File: config.mk
export PLATFORM = sky130hd
export DESIGN_NAME = bus_response
export DESIGN_NICKNAME = d
export VERILOG_FILES = /design/src/logic/mapper_pkg.sv /design/src/logic/bus_response.sv
export SDC_FILE = /design/constraint.sdc
export NUM_CORES = 1
export LEC_CHECK = 0
export ABC_AREA = 1
export BUFFER_PORTS_ARGS = -buffer_cell sky130_fd_sc_hd__buf_4
export CAP_MARGIN = 20
export CORE_MARGIN = 2
export CORE_UTILIZATION = 29
export DETAILED_ROUTE_END_ITERATION = 10
export GPL_ROUTABILITY_DRIVEN = 1
export PLACE_DENSITY_LB_ADDON = 0.08
export SYNTH_ARGS = -nofsm -noshare
export SYNTH_HDL_FRONTEND = slang
export SYNTH_SLANG_ARGS = --single-unit
File: constraint.sdc
create_clock -name clk -period 1.4 [get_ports clk]
set_input_delay 0.14 -clock clk [delete_from_list [all_inputs] [get_ports clk]]
set_output_delay 0.14 -clock clk [all_outputs]
set_load 0.02 [all_outputs]
File: src/logic/mapper_pkg.sv
package mapper_pkg;

	// --------------------------------------------------------------------------
	// widths of the bus and of the mapper address space
	// --------------------------------------------------------------------------

	localparam int ADDR_WIDTH = 16;
	localparam int DATA_WIDTH = 8;

	// the cpu space is split into four pages by the top two address bits
	localparam int PAGE_WIDTH = 2;
	localparam int PAGE_COUNT = 1 << PAGE_WIDTH;
	localparam int OFFSET_WIDTH = ADDR_WIDTH - PAGE_WIDTH;
	localparam int PAGE_SIZE = 1 << OFFSET_WIDTH;

	// eight segments of 16 KB give the 128 KB of physical ram
	localparam int SEGMENT_WIDTH = 3;
	localparam int SEGMENT_COUNT = 1 << SEGMENT_WIDTH;
	localparam int PHYS_WIDTH = SEGMENT_WIDTH + OFFSET_WIDTH;

	typedef logic [ADDR_WIDTH-1:0] bus_addr_t;
	typedef logic [DATA_WIDTH-1:0] byte_t;
	typedef logic [PAGE_WIDTH-1:0] page_t;
	typedef logic [OFFSET_WIDTH-1:0] offset_t;
	typedef logic [SEGMENT_WIDTH-1:0] segment_t;
	typedef logic [PHYS_WIDTH-1:0] phys_addr_t;

	// one segment number per page, indexed by the page number
	typedef segment_t [PAGE_COUNT-1:0] segment_table_t;

	// the mapper ports are 0xFC to 0xFF, the low two bits select the page
	localparam byte_t MAPPER_PORT_BASE = 8'hFC;

	// page 0 starts on segment 3 and page 3 on segment 0
	localparam segment_table_t RESET_SEGMENT = {3'd0, 3'd1, 3'd2, 3'd3};

	// --------------------------------------------------------------------------
	// bundles passed between the stages
	// --------------------------------------------------------------------------

	// raw msx-50bus strobes as they arrive at the top
	typedef struct packed {
		bus_addr_t address;
		byte_t write_data;
		logic read;
		logic write;
		logic io;
		logic memory;
	} bus_req_t;

	// decoded memory access, read and write never both high
	typedef struct packed {
		logic read;
		logic write;
		page_t page;
		offset_t offset;
		byte_t data;
	} mem_cmd_t;

	// decoded access to one of the four mapper ports
	typedef struct packed {
		logic read;
		logic write;
		page_t port;
		byte_t data;
	} io_cmd_t;

endpackage

File: src/logic/bus_response.sv
`timescale 1ns/1ps

module bus_response (
	input logic clk,
	input logic n_reset,
	input mapper_pkg::io_cmd_t io_cmd,
	input mapper_pkg::mem_cmd_t mem_cmd,
	input logic io_hit,
	input logic mem_hit,
	input mapper_pkg::byte_t io_read_data,
	input mapper_pkg::byte_t mem_read_data,
	output logic bus_read_ready,
	output logic bus_io_cs,
	output logic bus_memory_cs,
	output mapper_pkg::byte_t bus_read_data
);

	// --------------------------------------------------------------------------
	// read pipeline register
	// --------------------------------------------------------------------------

	// high for exactly the cycle after a sampled read strobe
	logic ff_read_ready;

	// set when that read went to a mapper port rather than to ram
	logic ff_from_io;

	// port value captured at the read edge
	mapper_pkg::byte_t ff_io_data;

	// a read every cycle keeps ready high, each cycle then
	// carries the answer to the strobe one edge earlier
	always_ff @(posedge clk) begin
		if (!n_reset) begin
			ff_read_ready <= 1'b0;
			ff_from_io <= 1'b0;
		end
		else begin
			ff_read_ready <= io_cmd.read || mem_cmd.read;
			ff_from_io <= io_cmd.read;
		end
	end

	always_ff @(posedge clk) begin
		if (io_cmd.read) begin
			ff_io_data <= io_read_data;
		end
	end

	// --------------------------------------------------------------------------
	// outputs
	// --------------------------------------------------------------------------

	// data is forced to zero whenever no answer is due
	always_comb begin
		if (!ff_read_ready) begin
			bus_read_data = '0;
		end
		else if (ff_from_io) begin
			bus_read_data = ff_io_data;
		end
		else begin
			bus_read_data = mem_read_data;
		end
	end

	assign bus_read_ready = ff_read_ready;

	// selects follow the current bus inputs with no delay
	assign bus_io_cs = io_hit;
	assign bus_memory_cs = mem_hit;

endmodule

After elaboration in Yosys (flattened, before gate mapping). Index checks and enable logic that the tools add are counted.

Register bits: 10. Output and inout port bits: 11. Logic and storage cells: 6.

Mux-type cells: 2. Reductions and logical operators: 1.

Operator list (number): $mux 8 (2); $logic_or 1x1->1 (1).

Longest topological paths before layout.
Word-level depth: 2. Depth in mapped cells: 5.

Worst setup path before layout. Ideal clock, no wire load.

Kind: reg-to-output. From: reg ff_read_ready (netlist: bus_read_ready). To: out bus_read_data[0]. Arrival: 925 ps. Required time: 1260 ps. Path slack: 335 ps. Cell stages (with the launch flop): 4. Cell sequence: dfxtp_1 -> buf_8 -> nand2_1 -> nor2_1.

Word-level cells in the longest chain between the ends: 1.

Ends and longest elaborated chain: start: declaration (RTL line bus_response.sv:23) `logic ff_read_ready;`; start signal: assignment (RTL line bus_response.sv:39) `ff_read_ready <= io_cmd.read || mem_cmd.read;`; $mux 8 (RTL line bus_response.sv:56) `if (!ff_read_ready) begin`; end: declaration (RTL line bus_response.sv:15) `output mapper_pkg::byte_t bus_read_data`.

No other way between the ends.

Worst setup path in the final report.
From: reg ff_from_io. To: out bus_read_data[4].

Word-level cells in the longest chain between the ends: 2.

Ends and longest elaborated chain: start: declaration (RTL line bus_response.sv:26) `logic ff_from_io;`; start signal: assignment (RTL line bus_response.sv:40) `ff_from_io <= io_cmd.read;`; $mux 8 (RTL line bus_response.sv:59) `else if (ff_from_io) begin`; $mux 8 (RTL line bus_response.sv:56).

No other way between the ends.

==> impl_metrics.tcl <==
set metrics [dict create \
    track_usage_pct 10.20 \
    clk_pin_slew_worst_paths_ns 0.07 \
    ff_latch_area_um2 281.5 \
    wire_per_inst_um 8.663 \
    tightest_slew_ns 0.3158 \
    vias 400 \
    grt_max_degree 11 \
    rsz0062_at_grt "no" \
    antenna_found_initial 0 \
    cap_violations 0 \
    clockBufferDepth 2 \
    overflow 0 \
    syn2layout_area_growth_pct 41.48 \
    ys.warnings.count 0 \
    dpl_worst_slack_ns 0.2738 \
    ios 69 \
    p_per_area_nw_per_um2 980.3 \
    worst-path-max-fanout 10 \
    start_util_pct 30.00 \
    dieArea_um2 2098 \
    p_sw_mw 0.1707 \
    cts_tree "yes" \
    internal_power_mw 0.5321 \
    synth.area.top_cells "edfxtp_1 (47%), nand2_1 (13%), nor2_1 (12%)" \
    multi_input_area_um2 136.4 \
    vdd_drop_max_mv 0.5411 \
    yosys.area.top_type "edfxtp_1" \
    cp_top_family "flip-flops" \
    root_buffer "clkbuf_4" \
    dp.cells 100 \
    core_um2 1689 \
    die_h_um 45.80 \
    p_total_mw 0.7028 \
    slew_headroom_pct 78.92 \
    start_kind "flip-flop" \
    max_freq_ghz 0.7769 \
    worst-path-buf-inv 2 \
    critical_path_depth 4 \
    synth_top_area_share_pct 47.41 \
    drt_iter0_drc 0 \
    first_global_vias 350 \
    avgSynthCellArea_um2 8.589 \
    p_leak_nw 0.3825 \
    wl_met3_um 73 \
    power_frac_comb_pct 20.9 \
    cp_slowest_stage_delay_ns 0.38 \
    end_kind "primary output" \
    drive_gt1_share_pct 40.23 \
    htreeDepth 1 \
    critPathKind "reg2out" \
    p_clk_share_pct 28.1 \
    worstPathArrival_ns 1.15 \
    highest_layer "met4" \
    fin_crit_ns 1.287 \
    fin_setup_tns_ns 0 \
    hold_class "in2reg" \
    whs_path_depth 1 \
    status "finished, final reports clean" \
    cts_sinks 10 \
    drc 0 \
    hold_viol 0 \
    wl_met1_um 364 \
    fin_crit_sh_pct 91.94 \
    fillers 174 \
    gp_congestion 0.5936 \
    diodes 0 \
    synth_area_um2 506.7 \
    cp_slowest_cell "dfxtp_2" \
    layoutNonFillerInstCount 104 \
    ctsHoldBuffers 0 \
    cts_buffers 3 \
    rows 15 \
    cp.required_ns 1.26 \
    ys_types 9 \
    detail_route.wirelength_um 901 \
    p_seq_share_pct 51.1 \
    yosys_register_bits 10 \
    vias_per_cell 3.846 \
    cp_cell_sequence "buf_4 > nor2_1 > nor2_1 > buf_4" \
    swShare_pct 24.28 \
    portBuffers 28 \
    yosysSeqAreaShare_pct 55.31 \
    die_x_um 45.80 \
    syn_nets 117 \
    final.setup.worst_slack_ns 0.1128 \
    grt_pass1_wl_mm 1.449 \
    hpwl_um 688.4 \
    finalSetupViolations 0 \
    synthCells 59 \
    drt_first_pass_iters 1 \
    ant_nets 0 \
    wl_met2_um 453 \
    nets 146 \
    drv_slew 0 \
]
==> cells in the mapped netlist <==
cell type / number
buf_4: 2
buf_6: 1
buf_8: 2
dfxtp_1: 2
edfxtp_1: 8
inv_1: 9
nand2_1: 17
nand2_2: 2
nor2_1: 16
==> routing by layer <==
metal	GRT usage, %	vias up
li1	-	228
met1	10.78	151
met2	16.90	19
met3	3.571	2
met4	6.857	0
met5	0	-
==> final timing paths <==
kind	startpoint	endpoint	slack [ns]
worst max-delay path	ff_from_io	bus_read_data[4]	0.11
worst min-delay path	io_read_data[2]	ff_io_data[2]	0.05
==> stage by stage <==
stage	area, um2	hold slack [ns]	utilization, %
2_1_floorplan	506.7	0.2389	-
3_3_place_gp	689.4	0.2802	40.81
3_5_place_dp	689.4	0.2802	40.81
4_1_cts	716.9	0.04615	42.44
5_1_grt	716.9	0.04462	42.44
6_report	716.9	0.05451	42.44
==> flip-flops by register name (all words and copies together), names as in the netlist <==
register / count
bus_read_ready: 1
ff_from_io: 1
ff_io_data: 8
==> final cells by class <==
class,instances,area share (%)
Sequential cell,10,39.27
Multi-Input combinational cell,35,19.02
Clock buffer,4,3.665
Inverter,9,4.712
Timing Repair Buffer,29,30.37
Tap cell,17,2.967
==> power groups by stage <==
stage / Combinational (mW) / Sequential (mW) / Clock (mW)
5_1_grt: 0.163 / 0.362 / 0.221
4_1_cts: 0.149 / 0.359 / 0.208
6_report: 0.147 / 0.359 / 0.197
3_3_place_gp: 0.148 / 0.365 / 0
3_5_place_dp: 0.148 / 0.366 / 0
2_1_floorplan: 0.0902 / 0.361 / 0
==> cell families (layout without fill, tap and decap cells) <==
logic type / count (synthesis) / count (layout) / synth area share [%]
buffers and inverters: 14 / 42 / 17.78
DFF: 10 / 10 / 55.31
and+or+nand+nor: 35 / 35 / 26.91
==> placed cells by master, fill, tap and decap left out <==
cell type,instances
buf_4,29
nand2_1,17
nor2_1,16
inv_1,9
edfxtp_1,8
clkbuf_4,3
nand2_2,2
dfxtp_1,1
clkbuf_1,1
dfxtp_2,1
==> what timing repair did <==
action,4_1_cts,5_1_grt
setup buffers,0,0
setup endpoints to repair,1,0
gates resized for setup,1,0
Power figures use the tool's default switching activity.
