## src/logic/mapper_pkg.sv

```systemverilog
package mapper_pkg;

	// --------------------------------------------------------------------------
	// widths of the bus and of the mapper address space
	// --------------------------------------------------------------------------

	localparam int ADDR_WIDTH = 16;
	localparam int DATA_WIDTH = 8;

	// the cpu space is split into four pages by the top two address bits
	localparam int PAGE_WIDTH = 2;
	localparam int PAGE_COUNT = 1 << PAGE_WIDTH;
	localparam int OFFSET_WIDTH = ADDR_WIDTH - PAGE_WIDTH;
	localparam int PAGE_SIZE = 1 << OFFSET_WIDTH;

	// eight segments of 16 KB give the 128 KB of physical ram
	localparam int SEGMENT_WIDTH = 3;
	localparam int SEGMENT_COUNT = 1 << SEGMENT_WIDTH;
	localparam int PHYS_WIDTH = SEGMENT_WIDTH + OFFSET_WIDTH;

	typedef logic [ADDR_WIDTH-1:0] bus_addr_t;
	typedef logic [DATA_WIDTH-1:0] byte_t;
	typedef logic [PAGE_WIDTH-1:0] page_t;
	typedef logic [OFFSET_WIDTH-1:0] offset_t;
	typedef logic [SEGMENT_WIDTH-1:0] segment_t;
	typedef logic [PHYS_WIDTH-1:0] phys_addr_t;

	// one segment number per page, indexed by the page number
	typedef segment_t [PAGE_COUNT-1:0] segment_table_t;

	// the mapper ports are 0xFC to 0xFF, the low two bits select the page
	localparam byte_t MAPPER_PORT_BASE = 8'hFC;

	// page 0 starts on segment 3 and page 3 on segment 0
	localparam segment_table_t RESET_SEGMENT = {3'd0, 3'd1, 3'd2, 3'd3};

	// --------------------------------------------------------------------------
	// bundles passed between the stages
	// --------------------------------------------------------------------------

	// raw msx-50bus strobes as they arrive at the top
	typedef struct packed {
		bus_addr_t address;
		byte_t write_data;
		logic read;
		logic write;
		logic io;
		logic memory;
	} bus_req_t;

	// decoded memory access, read and write never both high
	typedef struct packed {
		logic read;
		logic write;
		page_t page;
		offset_t offset;
		byte_t data;
	} mem_cmd_t;

	// decoded access to one of the four mapper ports
	typedef struct packed {
		logic read;
		logic write;
		page_t port;
		byte_t data;
	} io_cmd_t;

endpackage

```

## src/logic/segment_registers.sv

```systemverilog
`timescale 1ns/1ps

module segment_registers (
	input logic clk,
	input logic n_reset,
	input mapper_pkg::io_cmd_t io_cmd,
	output mapper_pkg::segment_table_t segment_table,
	output mapper_pkg::byte_t io_read_data
);

	// --------------------------------------------------------------------------
	// segment registers
	// --------------------------------------------------------------------------

	// one register per page, entry 0 serves port 0xFC
	mapper_pkg::segment_table_t ff_segment;

	// the segment chosen for the addressed page
	mapper_pkg::segment_t selected;

	// only the low bits of the written byte fit a segment number,
	// the upper bits are simply dropped
	always_ff @(posedge clk) begin
		if (!n_reset) begin
			ff_segment <= mapper_pkg::RESET_SEGMENT;
		end
		else if (io_cmd.write) begin
			ff_segment[io_cmd.port] <= io_cmd.data[mapper_pkg::SEGMENT_WIDTH-1:0];
		end
	end

	// the memory stage sees a new value from the edge that wrote it,
	// so an access in the following cycle already uses the new segment
	assign segment_table = ff_segment;

	// --------------------------------------------------------------------------
	// read-back
	// --------------------------------------------------------------------------

	// the port read is combinational here
	// and gets registered in the response stage
	always_comb begin
		selected = ff_segment[io_cmd.port];
		io_read_data = {{(mapper_pkg::DATA_WIDTH - mapper_pkg::SEGMENT_WIDTH){1'b0}},
			selected};
	end

endmodule

```

## config.mk

```make
export PLATFORM = sky130hd
export DESIGN_NAME = segment_registers
export DESIGN_NICKNAME = d
export VERILOG_FILES = /design/src/logic/mapper_pkg.sv /design/src/logic/segment_registers.sv
export SDC_FILE = /design/constraint.sdc
export NUM_CORES = 1
export LEC_CHECK = 0
export BUFFER_PORTS_ARGS = -buffer_cell sky130_fd_sc_hd__buf_4
export CORE_MARGIN = 3
export CORE_UTILIZATION = 37
export DETAILED_ROUTE_END_ITERATION = 10
export PLACE_DENSITY = 0.78
export SYNTH_ARGS = -nofsm -noshare
export SYNTH_HDL_FRONTEND = slang
export SYNTH_SLANG_ARGS = --single-unit
```

## constraint.sdc

```tcl
create_clock -name clk -period 0.8 [get_ports clk]
set_input_delay 0.04 -clock clk [delete_from_list [all_inputs] [get_ports clk]]
set_output_delay 0.04 -clock clk [all_outputs]
set_load 0.005 [all_outputs]
```

After elaboration in Yosys (flattened, before gate mapping)
Index checks and enable logic that the tools add are counted.
{ "word_totals": {"register_bits": 12, "wordCells": 12, "out_inout_bits": 20} }
{ "op_classes": {"n_reduce_logical": 1, "muxes": 5, "magnitude_cmp": 2} }
{ "ops": {"columns": ["op", "n"], "rows": [
  ["12-bit bitwise mux", 1],
  ["3-bit binary-select mux with 2-bit select", 1],
  ["3-bit demux with 2-bit select", 1],
  ["3-bit 2-to-1 mux", 2],
  ["2-bit by 3-bit less-than comparator with 1-bit output, second input constant", 1],
  ["2-bit by 1-bit greater-or-equal comparator with 1-bit output, second input constant", 1],
  ["1-bit logical AND", 1]
]} }

Depth between registers and ports, before layout
Gate-level depths: netlist of the first run.
{ "depth": {"depth_word": 5, "depth_mapped": 3} }

Least setup slack after synthesis of the first run
OpenSTA, ideal clock, no wires.
{ "synth_path": {"path_type": "register -> output", "from": "register ff_segment (netlist bit segment_table[9])", "to": "output port io_read_data[0]", "path_stages_with_launch": 2, "required_time_ps": 760, "arrival_time_ps": 776, "setup_slack_ps": -16, "path_cell_list": "dfxtp_1 mux4_2"} }
{ "synth_between": {"elab_chain_len": 2} }
{ "synth_rtl": {"columns": ["element", "line_no", "text"], "rows": [
  ["start, declared", "segment_registers.sv:16", "mapper_pkg::segment_table_t ff_segment;"],
  ["start signal, assigned", "segment_registers.sv:25", "ff_segment <= mapper_pkg::RESET_SEGMENT;"],
  ["start signal, assigned by index", "segment_registers.sv:28", "ff_segment[io_cmd.port] <= io_cmd.data[mapper_pkg::SEGMENT_WIDTH-1:0];"],
  ["3-bit binary-select mux with 2-bit select", "segment_registers.sv:43", "selected = ff_segment[io_cmd.port];"],
  ["3-bit 2-to-1 mux (implied by the code)", "segment_registers.sv:43", null],
  ["end, declared", "segment_registers.sv:8", "output mapper_pkg::byte_t io_read_data"]
]} }
No other way between the ends. The select of a mux whose other input is x is not followed.

Worst setup path in the final report of the first run
{ "layout_path": {"from": "register ff_segment (netlist bit segment_table[11])", "to": "output port io_read_data[2]"} }
Same word-level chain as after synthesis.

==> impl_metrics.toml, run 1 <==
[outcome]
status = "finished, violations left"
failed_checks = "setup timing"

[layout]
antenna_cells = 0
fillers = 88
layout-drive-gt1-share_pct = 69.4
final_cells = 113
largest_reg_flops = 12
fin_area_sq_um = 1060
final_nets = 113
area_growth_pct = 78.4
ff_latch_area_sq_um = 255
multi_input_area_sq_um = 342

[power_and_ir_drop]
p_int_mw = 1.08
combPwrFrac_pct = 21.2
seqPwrFrac_pct = 44.5
power_mw = 1.43
p_per_area_nw_per_um2 = 1340
pwr-share-clk_pct = 34.3
peakVddDrop_v = 0.000779
swShare_pct = 24.3
p_leak_nw = 0.516
power_switching_uw = 347

[placement]
hpwlAfterDp_microns = 1180
gp_congestion = 0.752
io_buffers = 22
dp.cells = 105
place_ws_ns = -0.149
placed_area_sq_um = 865

[sta]
fmax_mhz = 802
setup_violations = 15
hold_viol = 0
final_min_period_over_clock_period_pct = 156
skew_ns = 0
slew_viol_final = 0
hold_ws_ns = 0.0404
finalWorstSetupSlack_ns = -0.447
grt_setup_unrepaired = "yes"
finalCriticalPeriod_ns = 1.25

[setup_path]
crit_chain = "mux4_2, buf_6"
worstSetupStartpointType = "flip-flop"
cp.arrival_ns = 1.21
worstPathMaxFanout = 2
crit_required_ns = 0.76
end_kind = "primary output"
slowest_stage = "mux4_2"
r2r_slack_ns = 0.01
worstSetupPathType = "reg -> out"
max_stage_delay_ns = 0.47
path_buf_inv = 1
critical_path.top_delay_family = "multiplexers"

[routing]
post_drt_wl_per_cell_microns = 15.9
routed_via_density = 4.94
wirelength_microns = 1800
postRouteAntennaNets = 0
wl_met1_microns = 790
vias = 558
top_layer_used = "met4"
route.detailed.drc = 0
route.met2.wl_microns = 906
wl_met3_microns = 75
firstDrtPassIters = 4
drt-initial-drc-count = 14

[min_path]
hold_class = "in -> reg"

[clock_tree]
postCtsHoldBufs = 0
cts_tree = "built"
clock-sinks = 12
clk_latency_ns = 0.27
clk_pin_slew_ns = 0.08
cts_buffers = 3
cts.path.max_buffers = 2
htreeDepth = 1
root_buffer = "clkbuf_4"

[yosys]
netlist_area_sq_um = 597
netlist-cell-type-count = 11
syn_area_per_cell_sq_um = 10.7
synth_cells = 56
synth-seq-cells = 12
yosys_warnings = 0
ys_seq_area_share_pct = 40.3

[die]
start_util_pct = 42.7
die_w_microns = 46.2
die_h_microns = 46.2
die_area_sq_um = 2130
row_count = 13
io_pins = 34
core_region_area_sq_um = 1400

[grt]
grt_usage_pct = 18.7
grt_pass1_wl_microns = 2740
grt_pass1_vias = 572
grt_max_degree = 18
antenna_found_initial = 0
globalRouteOverflowTotal = 0

[run]
cap_violations = 0
-- Yosys cell counts --
cell | n | area share (%)
nand3_1 | 1 | 0.84
buf_4 | 5 | 6.3
nand3b_1 | 2 | 2.5
conb_1 | 1 | 0.63
nor3b_4 | 1 | 3.1
dfxtp_1 | 12 | 40
mux4_2 | 3 | 11
nor2b_1 | 6 | 6.3
buf_2 | 2 | 1.7
nand2_1 | 11 | 6.9
mux2i_1 | 12 | 20
-- tightest hold or removal path: cells and delay by family --
family | cells | cell delay, ns
buffers and inverters | 1 | 0.12
and+or+nand+nor | 1 | 0.06
muxes | 1 | 0.06
-- metrics by stage --
stage / utilization (%) / setup TNS [ns]
floorplan: - / -0.0350
global placement: 61.8 / -0.385
detailed placement: 61.8 / -0.525
CTS: 70.8 / -2.15
global route: 76.1 / -2.43
finish: 76.1 / -2.13
-- cell usage in the layout (no fill, tap or decap), drive strengths merged --
cell type,n
mux4,3
nand3,1
nor3b,1
dfxtp,12
mux2i,12
conb,5
nor2b,6
nand3b,2
buf,41
clkbuf,4
nand2,11
-- cells by family (layout without fill, tap and decap cells) --
family / Yosys count / in the layout / share of synthesized area [%]
buf+inv: 7 / 45 / 7.97
simple gates: 21 / 21 / 19.7
flops: 12 / 12 / 40.3
mux: 15 / 15 / 31.4
other cells: 1 / 5 / 0.628
-- worst paths after layout --
check | from | end | cells after the start
min reg2reg | segment_table[8] | segment_table[8] | 3
max reg2reg | segment_table[9] | segment_table[9] | 4
min | io_cmd[1] | segment_table[7] | 3
max | segment_table[11] | io_read_data[2] | 2
-- per-layer routing --
layer / GRT usage (%) / vias up
met1: 22.0 / 272
met4: 11.9 / 0
met2: 29.7 / 18
li1: - / 266
met3: 4.69 / 2
met5: 0 / -
-- layout make-up --
cell class	instances	share of cell area [%]
clock buffers	4	3.41
multi-input cells	41	32.1
flip-flops and latches	12	24.0
well taps	15	1.76
repair buffers	41	38.8
-- what timing repair did --
item	CTS	global route
gates resized for setup	30	15
setup endpoints to repair	15	19
cloned	0	0
buffers inserted	2	5
-- power by group through the flow --
| stage | logic [mW] | clock network, mW | registers [mW] |
|---|---|---|---|
| 4_1_cts | 0.271 | 0.499 | 0.636 |
| 2_1_floorplan | 0.112 | 0 | 0.648 |
| 6_report | 0.303 | 0.491 | 0.637 |
| 5_1_grt | 0.326 | 0.511 | 0.638 |
| 3_5_place_dp | 0.242 | 0 | 0.644 |
| 3_3_place_gp | 0.237 | 0 | 0.642 |
No activity file was read; power rests on OpenSTA's default activity.
==> run 2: changes to the inputs <==
--- a/config.mk
+++ b/config.mk
@@ -13,3 +13,4 @@
 export SYNTH_ARGS = -nofsm -noshare
 export SYNTH_HDL_FRONTEND = slang
 export SYNTH_SLANG_ARGS = --single-unit
+export TNS_END_PERCENT = 5
==> run 2 against run 1 <==
- the run still ends with setup timing left
- clock skew did not move
- sequential power barely moved
- setup slack got worse by 0.0078 ns
- highest routed layer unchanged
==> impl_metrics.toml, run 2 (synthesized netlist as in run 1, its figures left out) <==
[die]
row_count = 13
start_util_pct = 42.7
io_pins = 34
die_w_microns = 46.2
die_h_microns = 46.2
core_region_area_sq_um = 1400
die_area_sq_um = 2130

[sta]
slew_viol_final = 0
finalCriticalPeriod_ns = 1.26
hold_viol = 0
setup_violations = 16
grt_setup_unrepaired = "yes"
skew_ns = 0
fin_setup_tns_ns = -2.42
finalWorstSetupSlack_ns = -0.455
fmax_mhz = 797
final_min_period_over_clock_period_pct = 157

[placement]
io_buffers = 22
placed_area_sq_um = 865
gp_congestion = 0.752
hpwlAfterDp_microns = 1180

[routing]
postRouteAntennaNets = 0
vias = 574
firstDrtPassIters = 4
post_drt_wl_per_cell_microns = 15.2
drt-initial-drc-count = 8
wirelength_microns = 1690
route.detailed.drc = 0
routed_via_density = 5.17

[run]
cap_violations = 0

[clock_tree]
cts_buffers = 3
postCtsHoldBufs = 0
clk_latency_ns = 0.28
root_buffer = "clkbuf_4"
htreeDepth = 1
clock-sinks = 12
cts.path.max_buffers = 2
clk_pin_slew_ns = 0.08
cts_tree = "built"

[power_and_ir_drop]
p_leak_nw = 0.511
p_per_area_nw_per_um2 = 1380
peakVddDrop_v = 0.000820

[setup_path]
cp.arrival_ns = 1.22
worstSetupStartpointType = "flip-flop"
worstReg2RegEnd = "segment_table[1]"
reg2reg_depth = 4
r2r_slack_ns = -0.01
end_kind = "primary output"
critPathLaunch = "segment_table[9]"
worstSetupPathType = "reg -> out"
r2r_start = "segment_table[1]"
crit_required_ns = 0.76
worstPathMaxFanout = 2

[layout]
largest_reg_flops = 12
fillers = 86
final_nets = 111
antenna_cells = 0
fin_util_pct = 74.1
area_growth_pct = 73.6
layout-drive-gt1-share_pct = 63.5
final_cell_mix = "buf_6, buf_4, mux2i_1"
fin_area_sq_um = 1040
final_common_cell = "buf_6"

[grt]
grt_pass1_vias = 568
grt_usage_pct = 17.7
grt_pass1_wl_microns = 2610
grt_max_degree = 18
globalRouteOverflowTotal = 0
antenna_found_initial = 0

[min_path]
hold_depth = 3
worstHoldStart = "io_cmd[1]"
hold_end = "segment_table[7]"
hold_class = "in -> reg"

[outcome]
failed_checks = "setup timing"
status = "finished, violations left"
[run 2: critical path: stages, from the launching register on]
cell,delay (ns)
dfxtp_2,0.33
mux4_2,0.47
buf_6,0.13
[run 2: area by class of cell]
type                            instances  area, sq um  share of cell area [%]
Sequential cell                        12          253                    24.4
Tap cell                               15         18.8                    1.81
Clock buffer                            4         36.3                    3.50
Multi-Input combinational cell         41          349                    33.7
Timing Repair Buffer                   39          379                    36.6
[run 2: how the worst max path moves through the flow]
stage / slack, ns / endpoint / cells after the start
final: -0.46 / io_read_data[0] / 2
after floorplan: -0.01 / io_read_data[0] / 1
after global routing: -0.49 / io_read_data[1] / 2
after global placement: -0.13 / io_read_data[1] / 2
after CTS: -0.45 / io_read_data[0] / 2
after detailed placement: -0.15 / io_read_data[0] / 2
[run 2: routing by layer]
metal  share of wire, %  global-route usage, %  up-vias
li1                   -                      -      261
met2                 51                   29.9       23
met5                  0                      0        -
met3                5.2                   3.91        5
met4                2.5                   12.5        0
met1                 41                   19.2      285
[run 2: timing repair]
item,in CTS,in global routing
endpoints found under the setup margin,15,18
buffers inserted,0,2
gates resized for setup,15,22
[run 2: power breakdown]
group / switching [mW] / internal, mW / total (mW)
registers: 0.0147 / 0.622 / 0.636
logic: 0.113 / 0.177 / 0.290
clock network: 0.222 / 0.277 / 0.499
total: 0.350 / 1.08 / 1.43
[run 2: per-stage QoR]
| stage | hold slack [ns] | std cells | setup WS (ns) | power [mW] |
|---|---|---|---|---|
| detailed placement | 0.333 | 105 | -0.149 | 0.886 |
| finish | 0.0382 | 111 | -0.455 | 1.43 |
| global route | 0.0515 | 111 | -0.485 | 1.48 |
| CTS | 0.0368 | 109 | -0.452 | 1.39 |
| global placement | 0.327 | 105 | -0.126 | 0.880 |
| floorplan | 0.193 | 60 | -0.0117 | 0.761 |
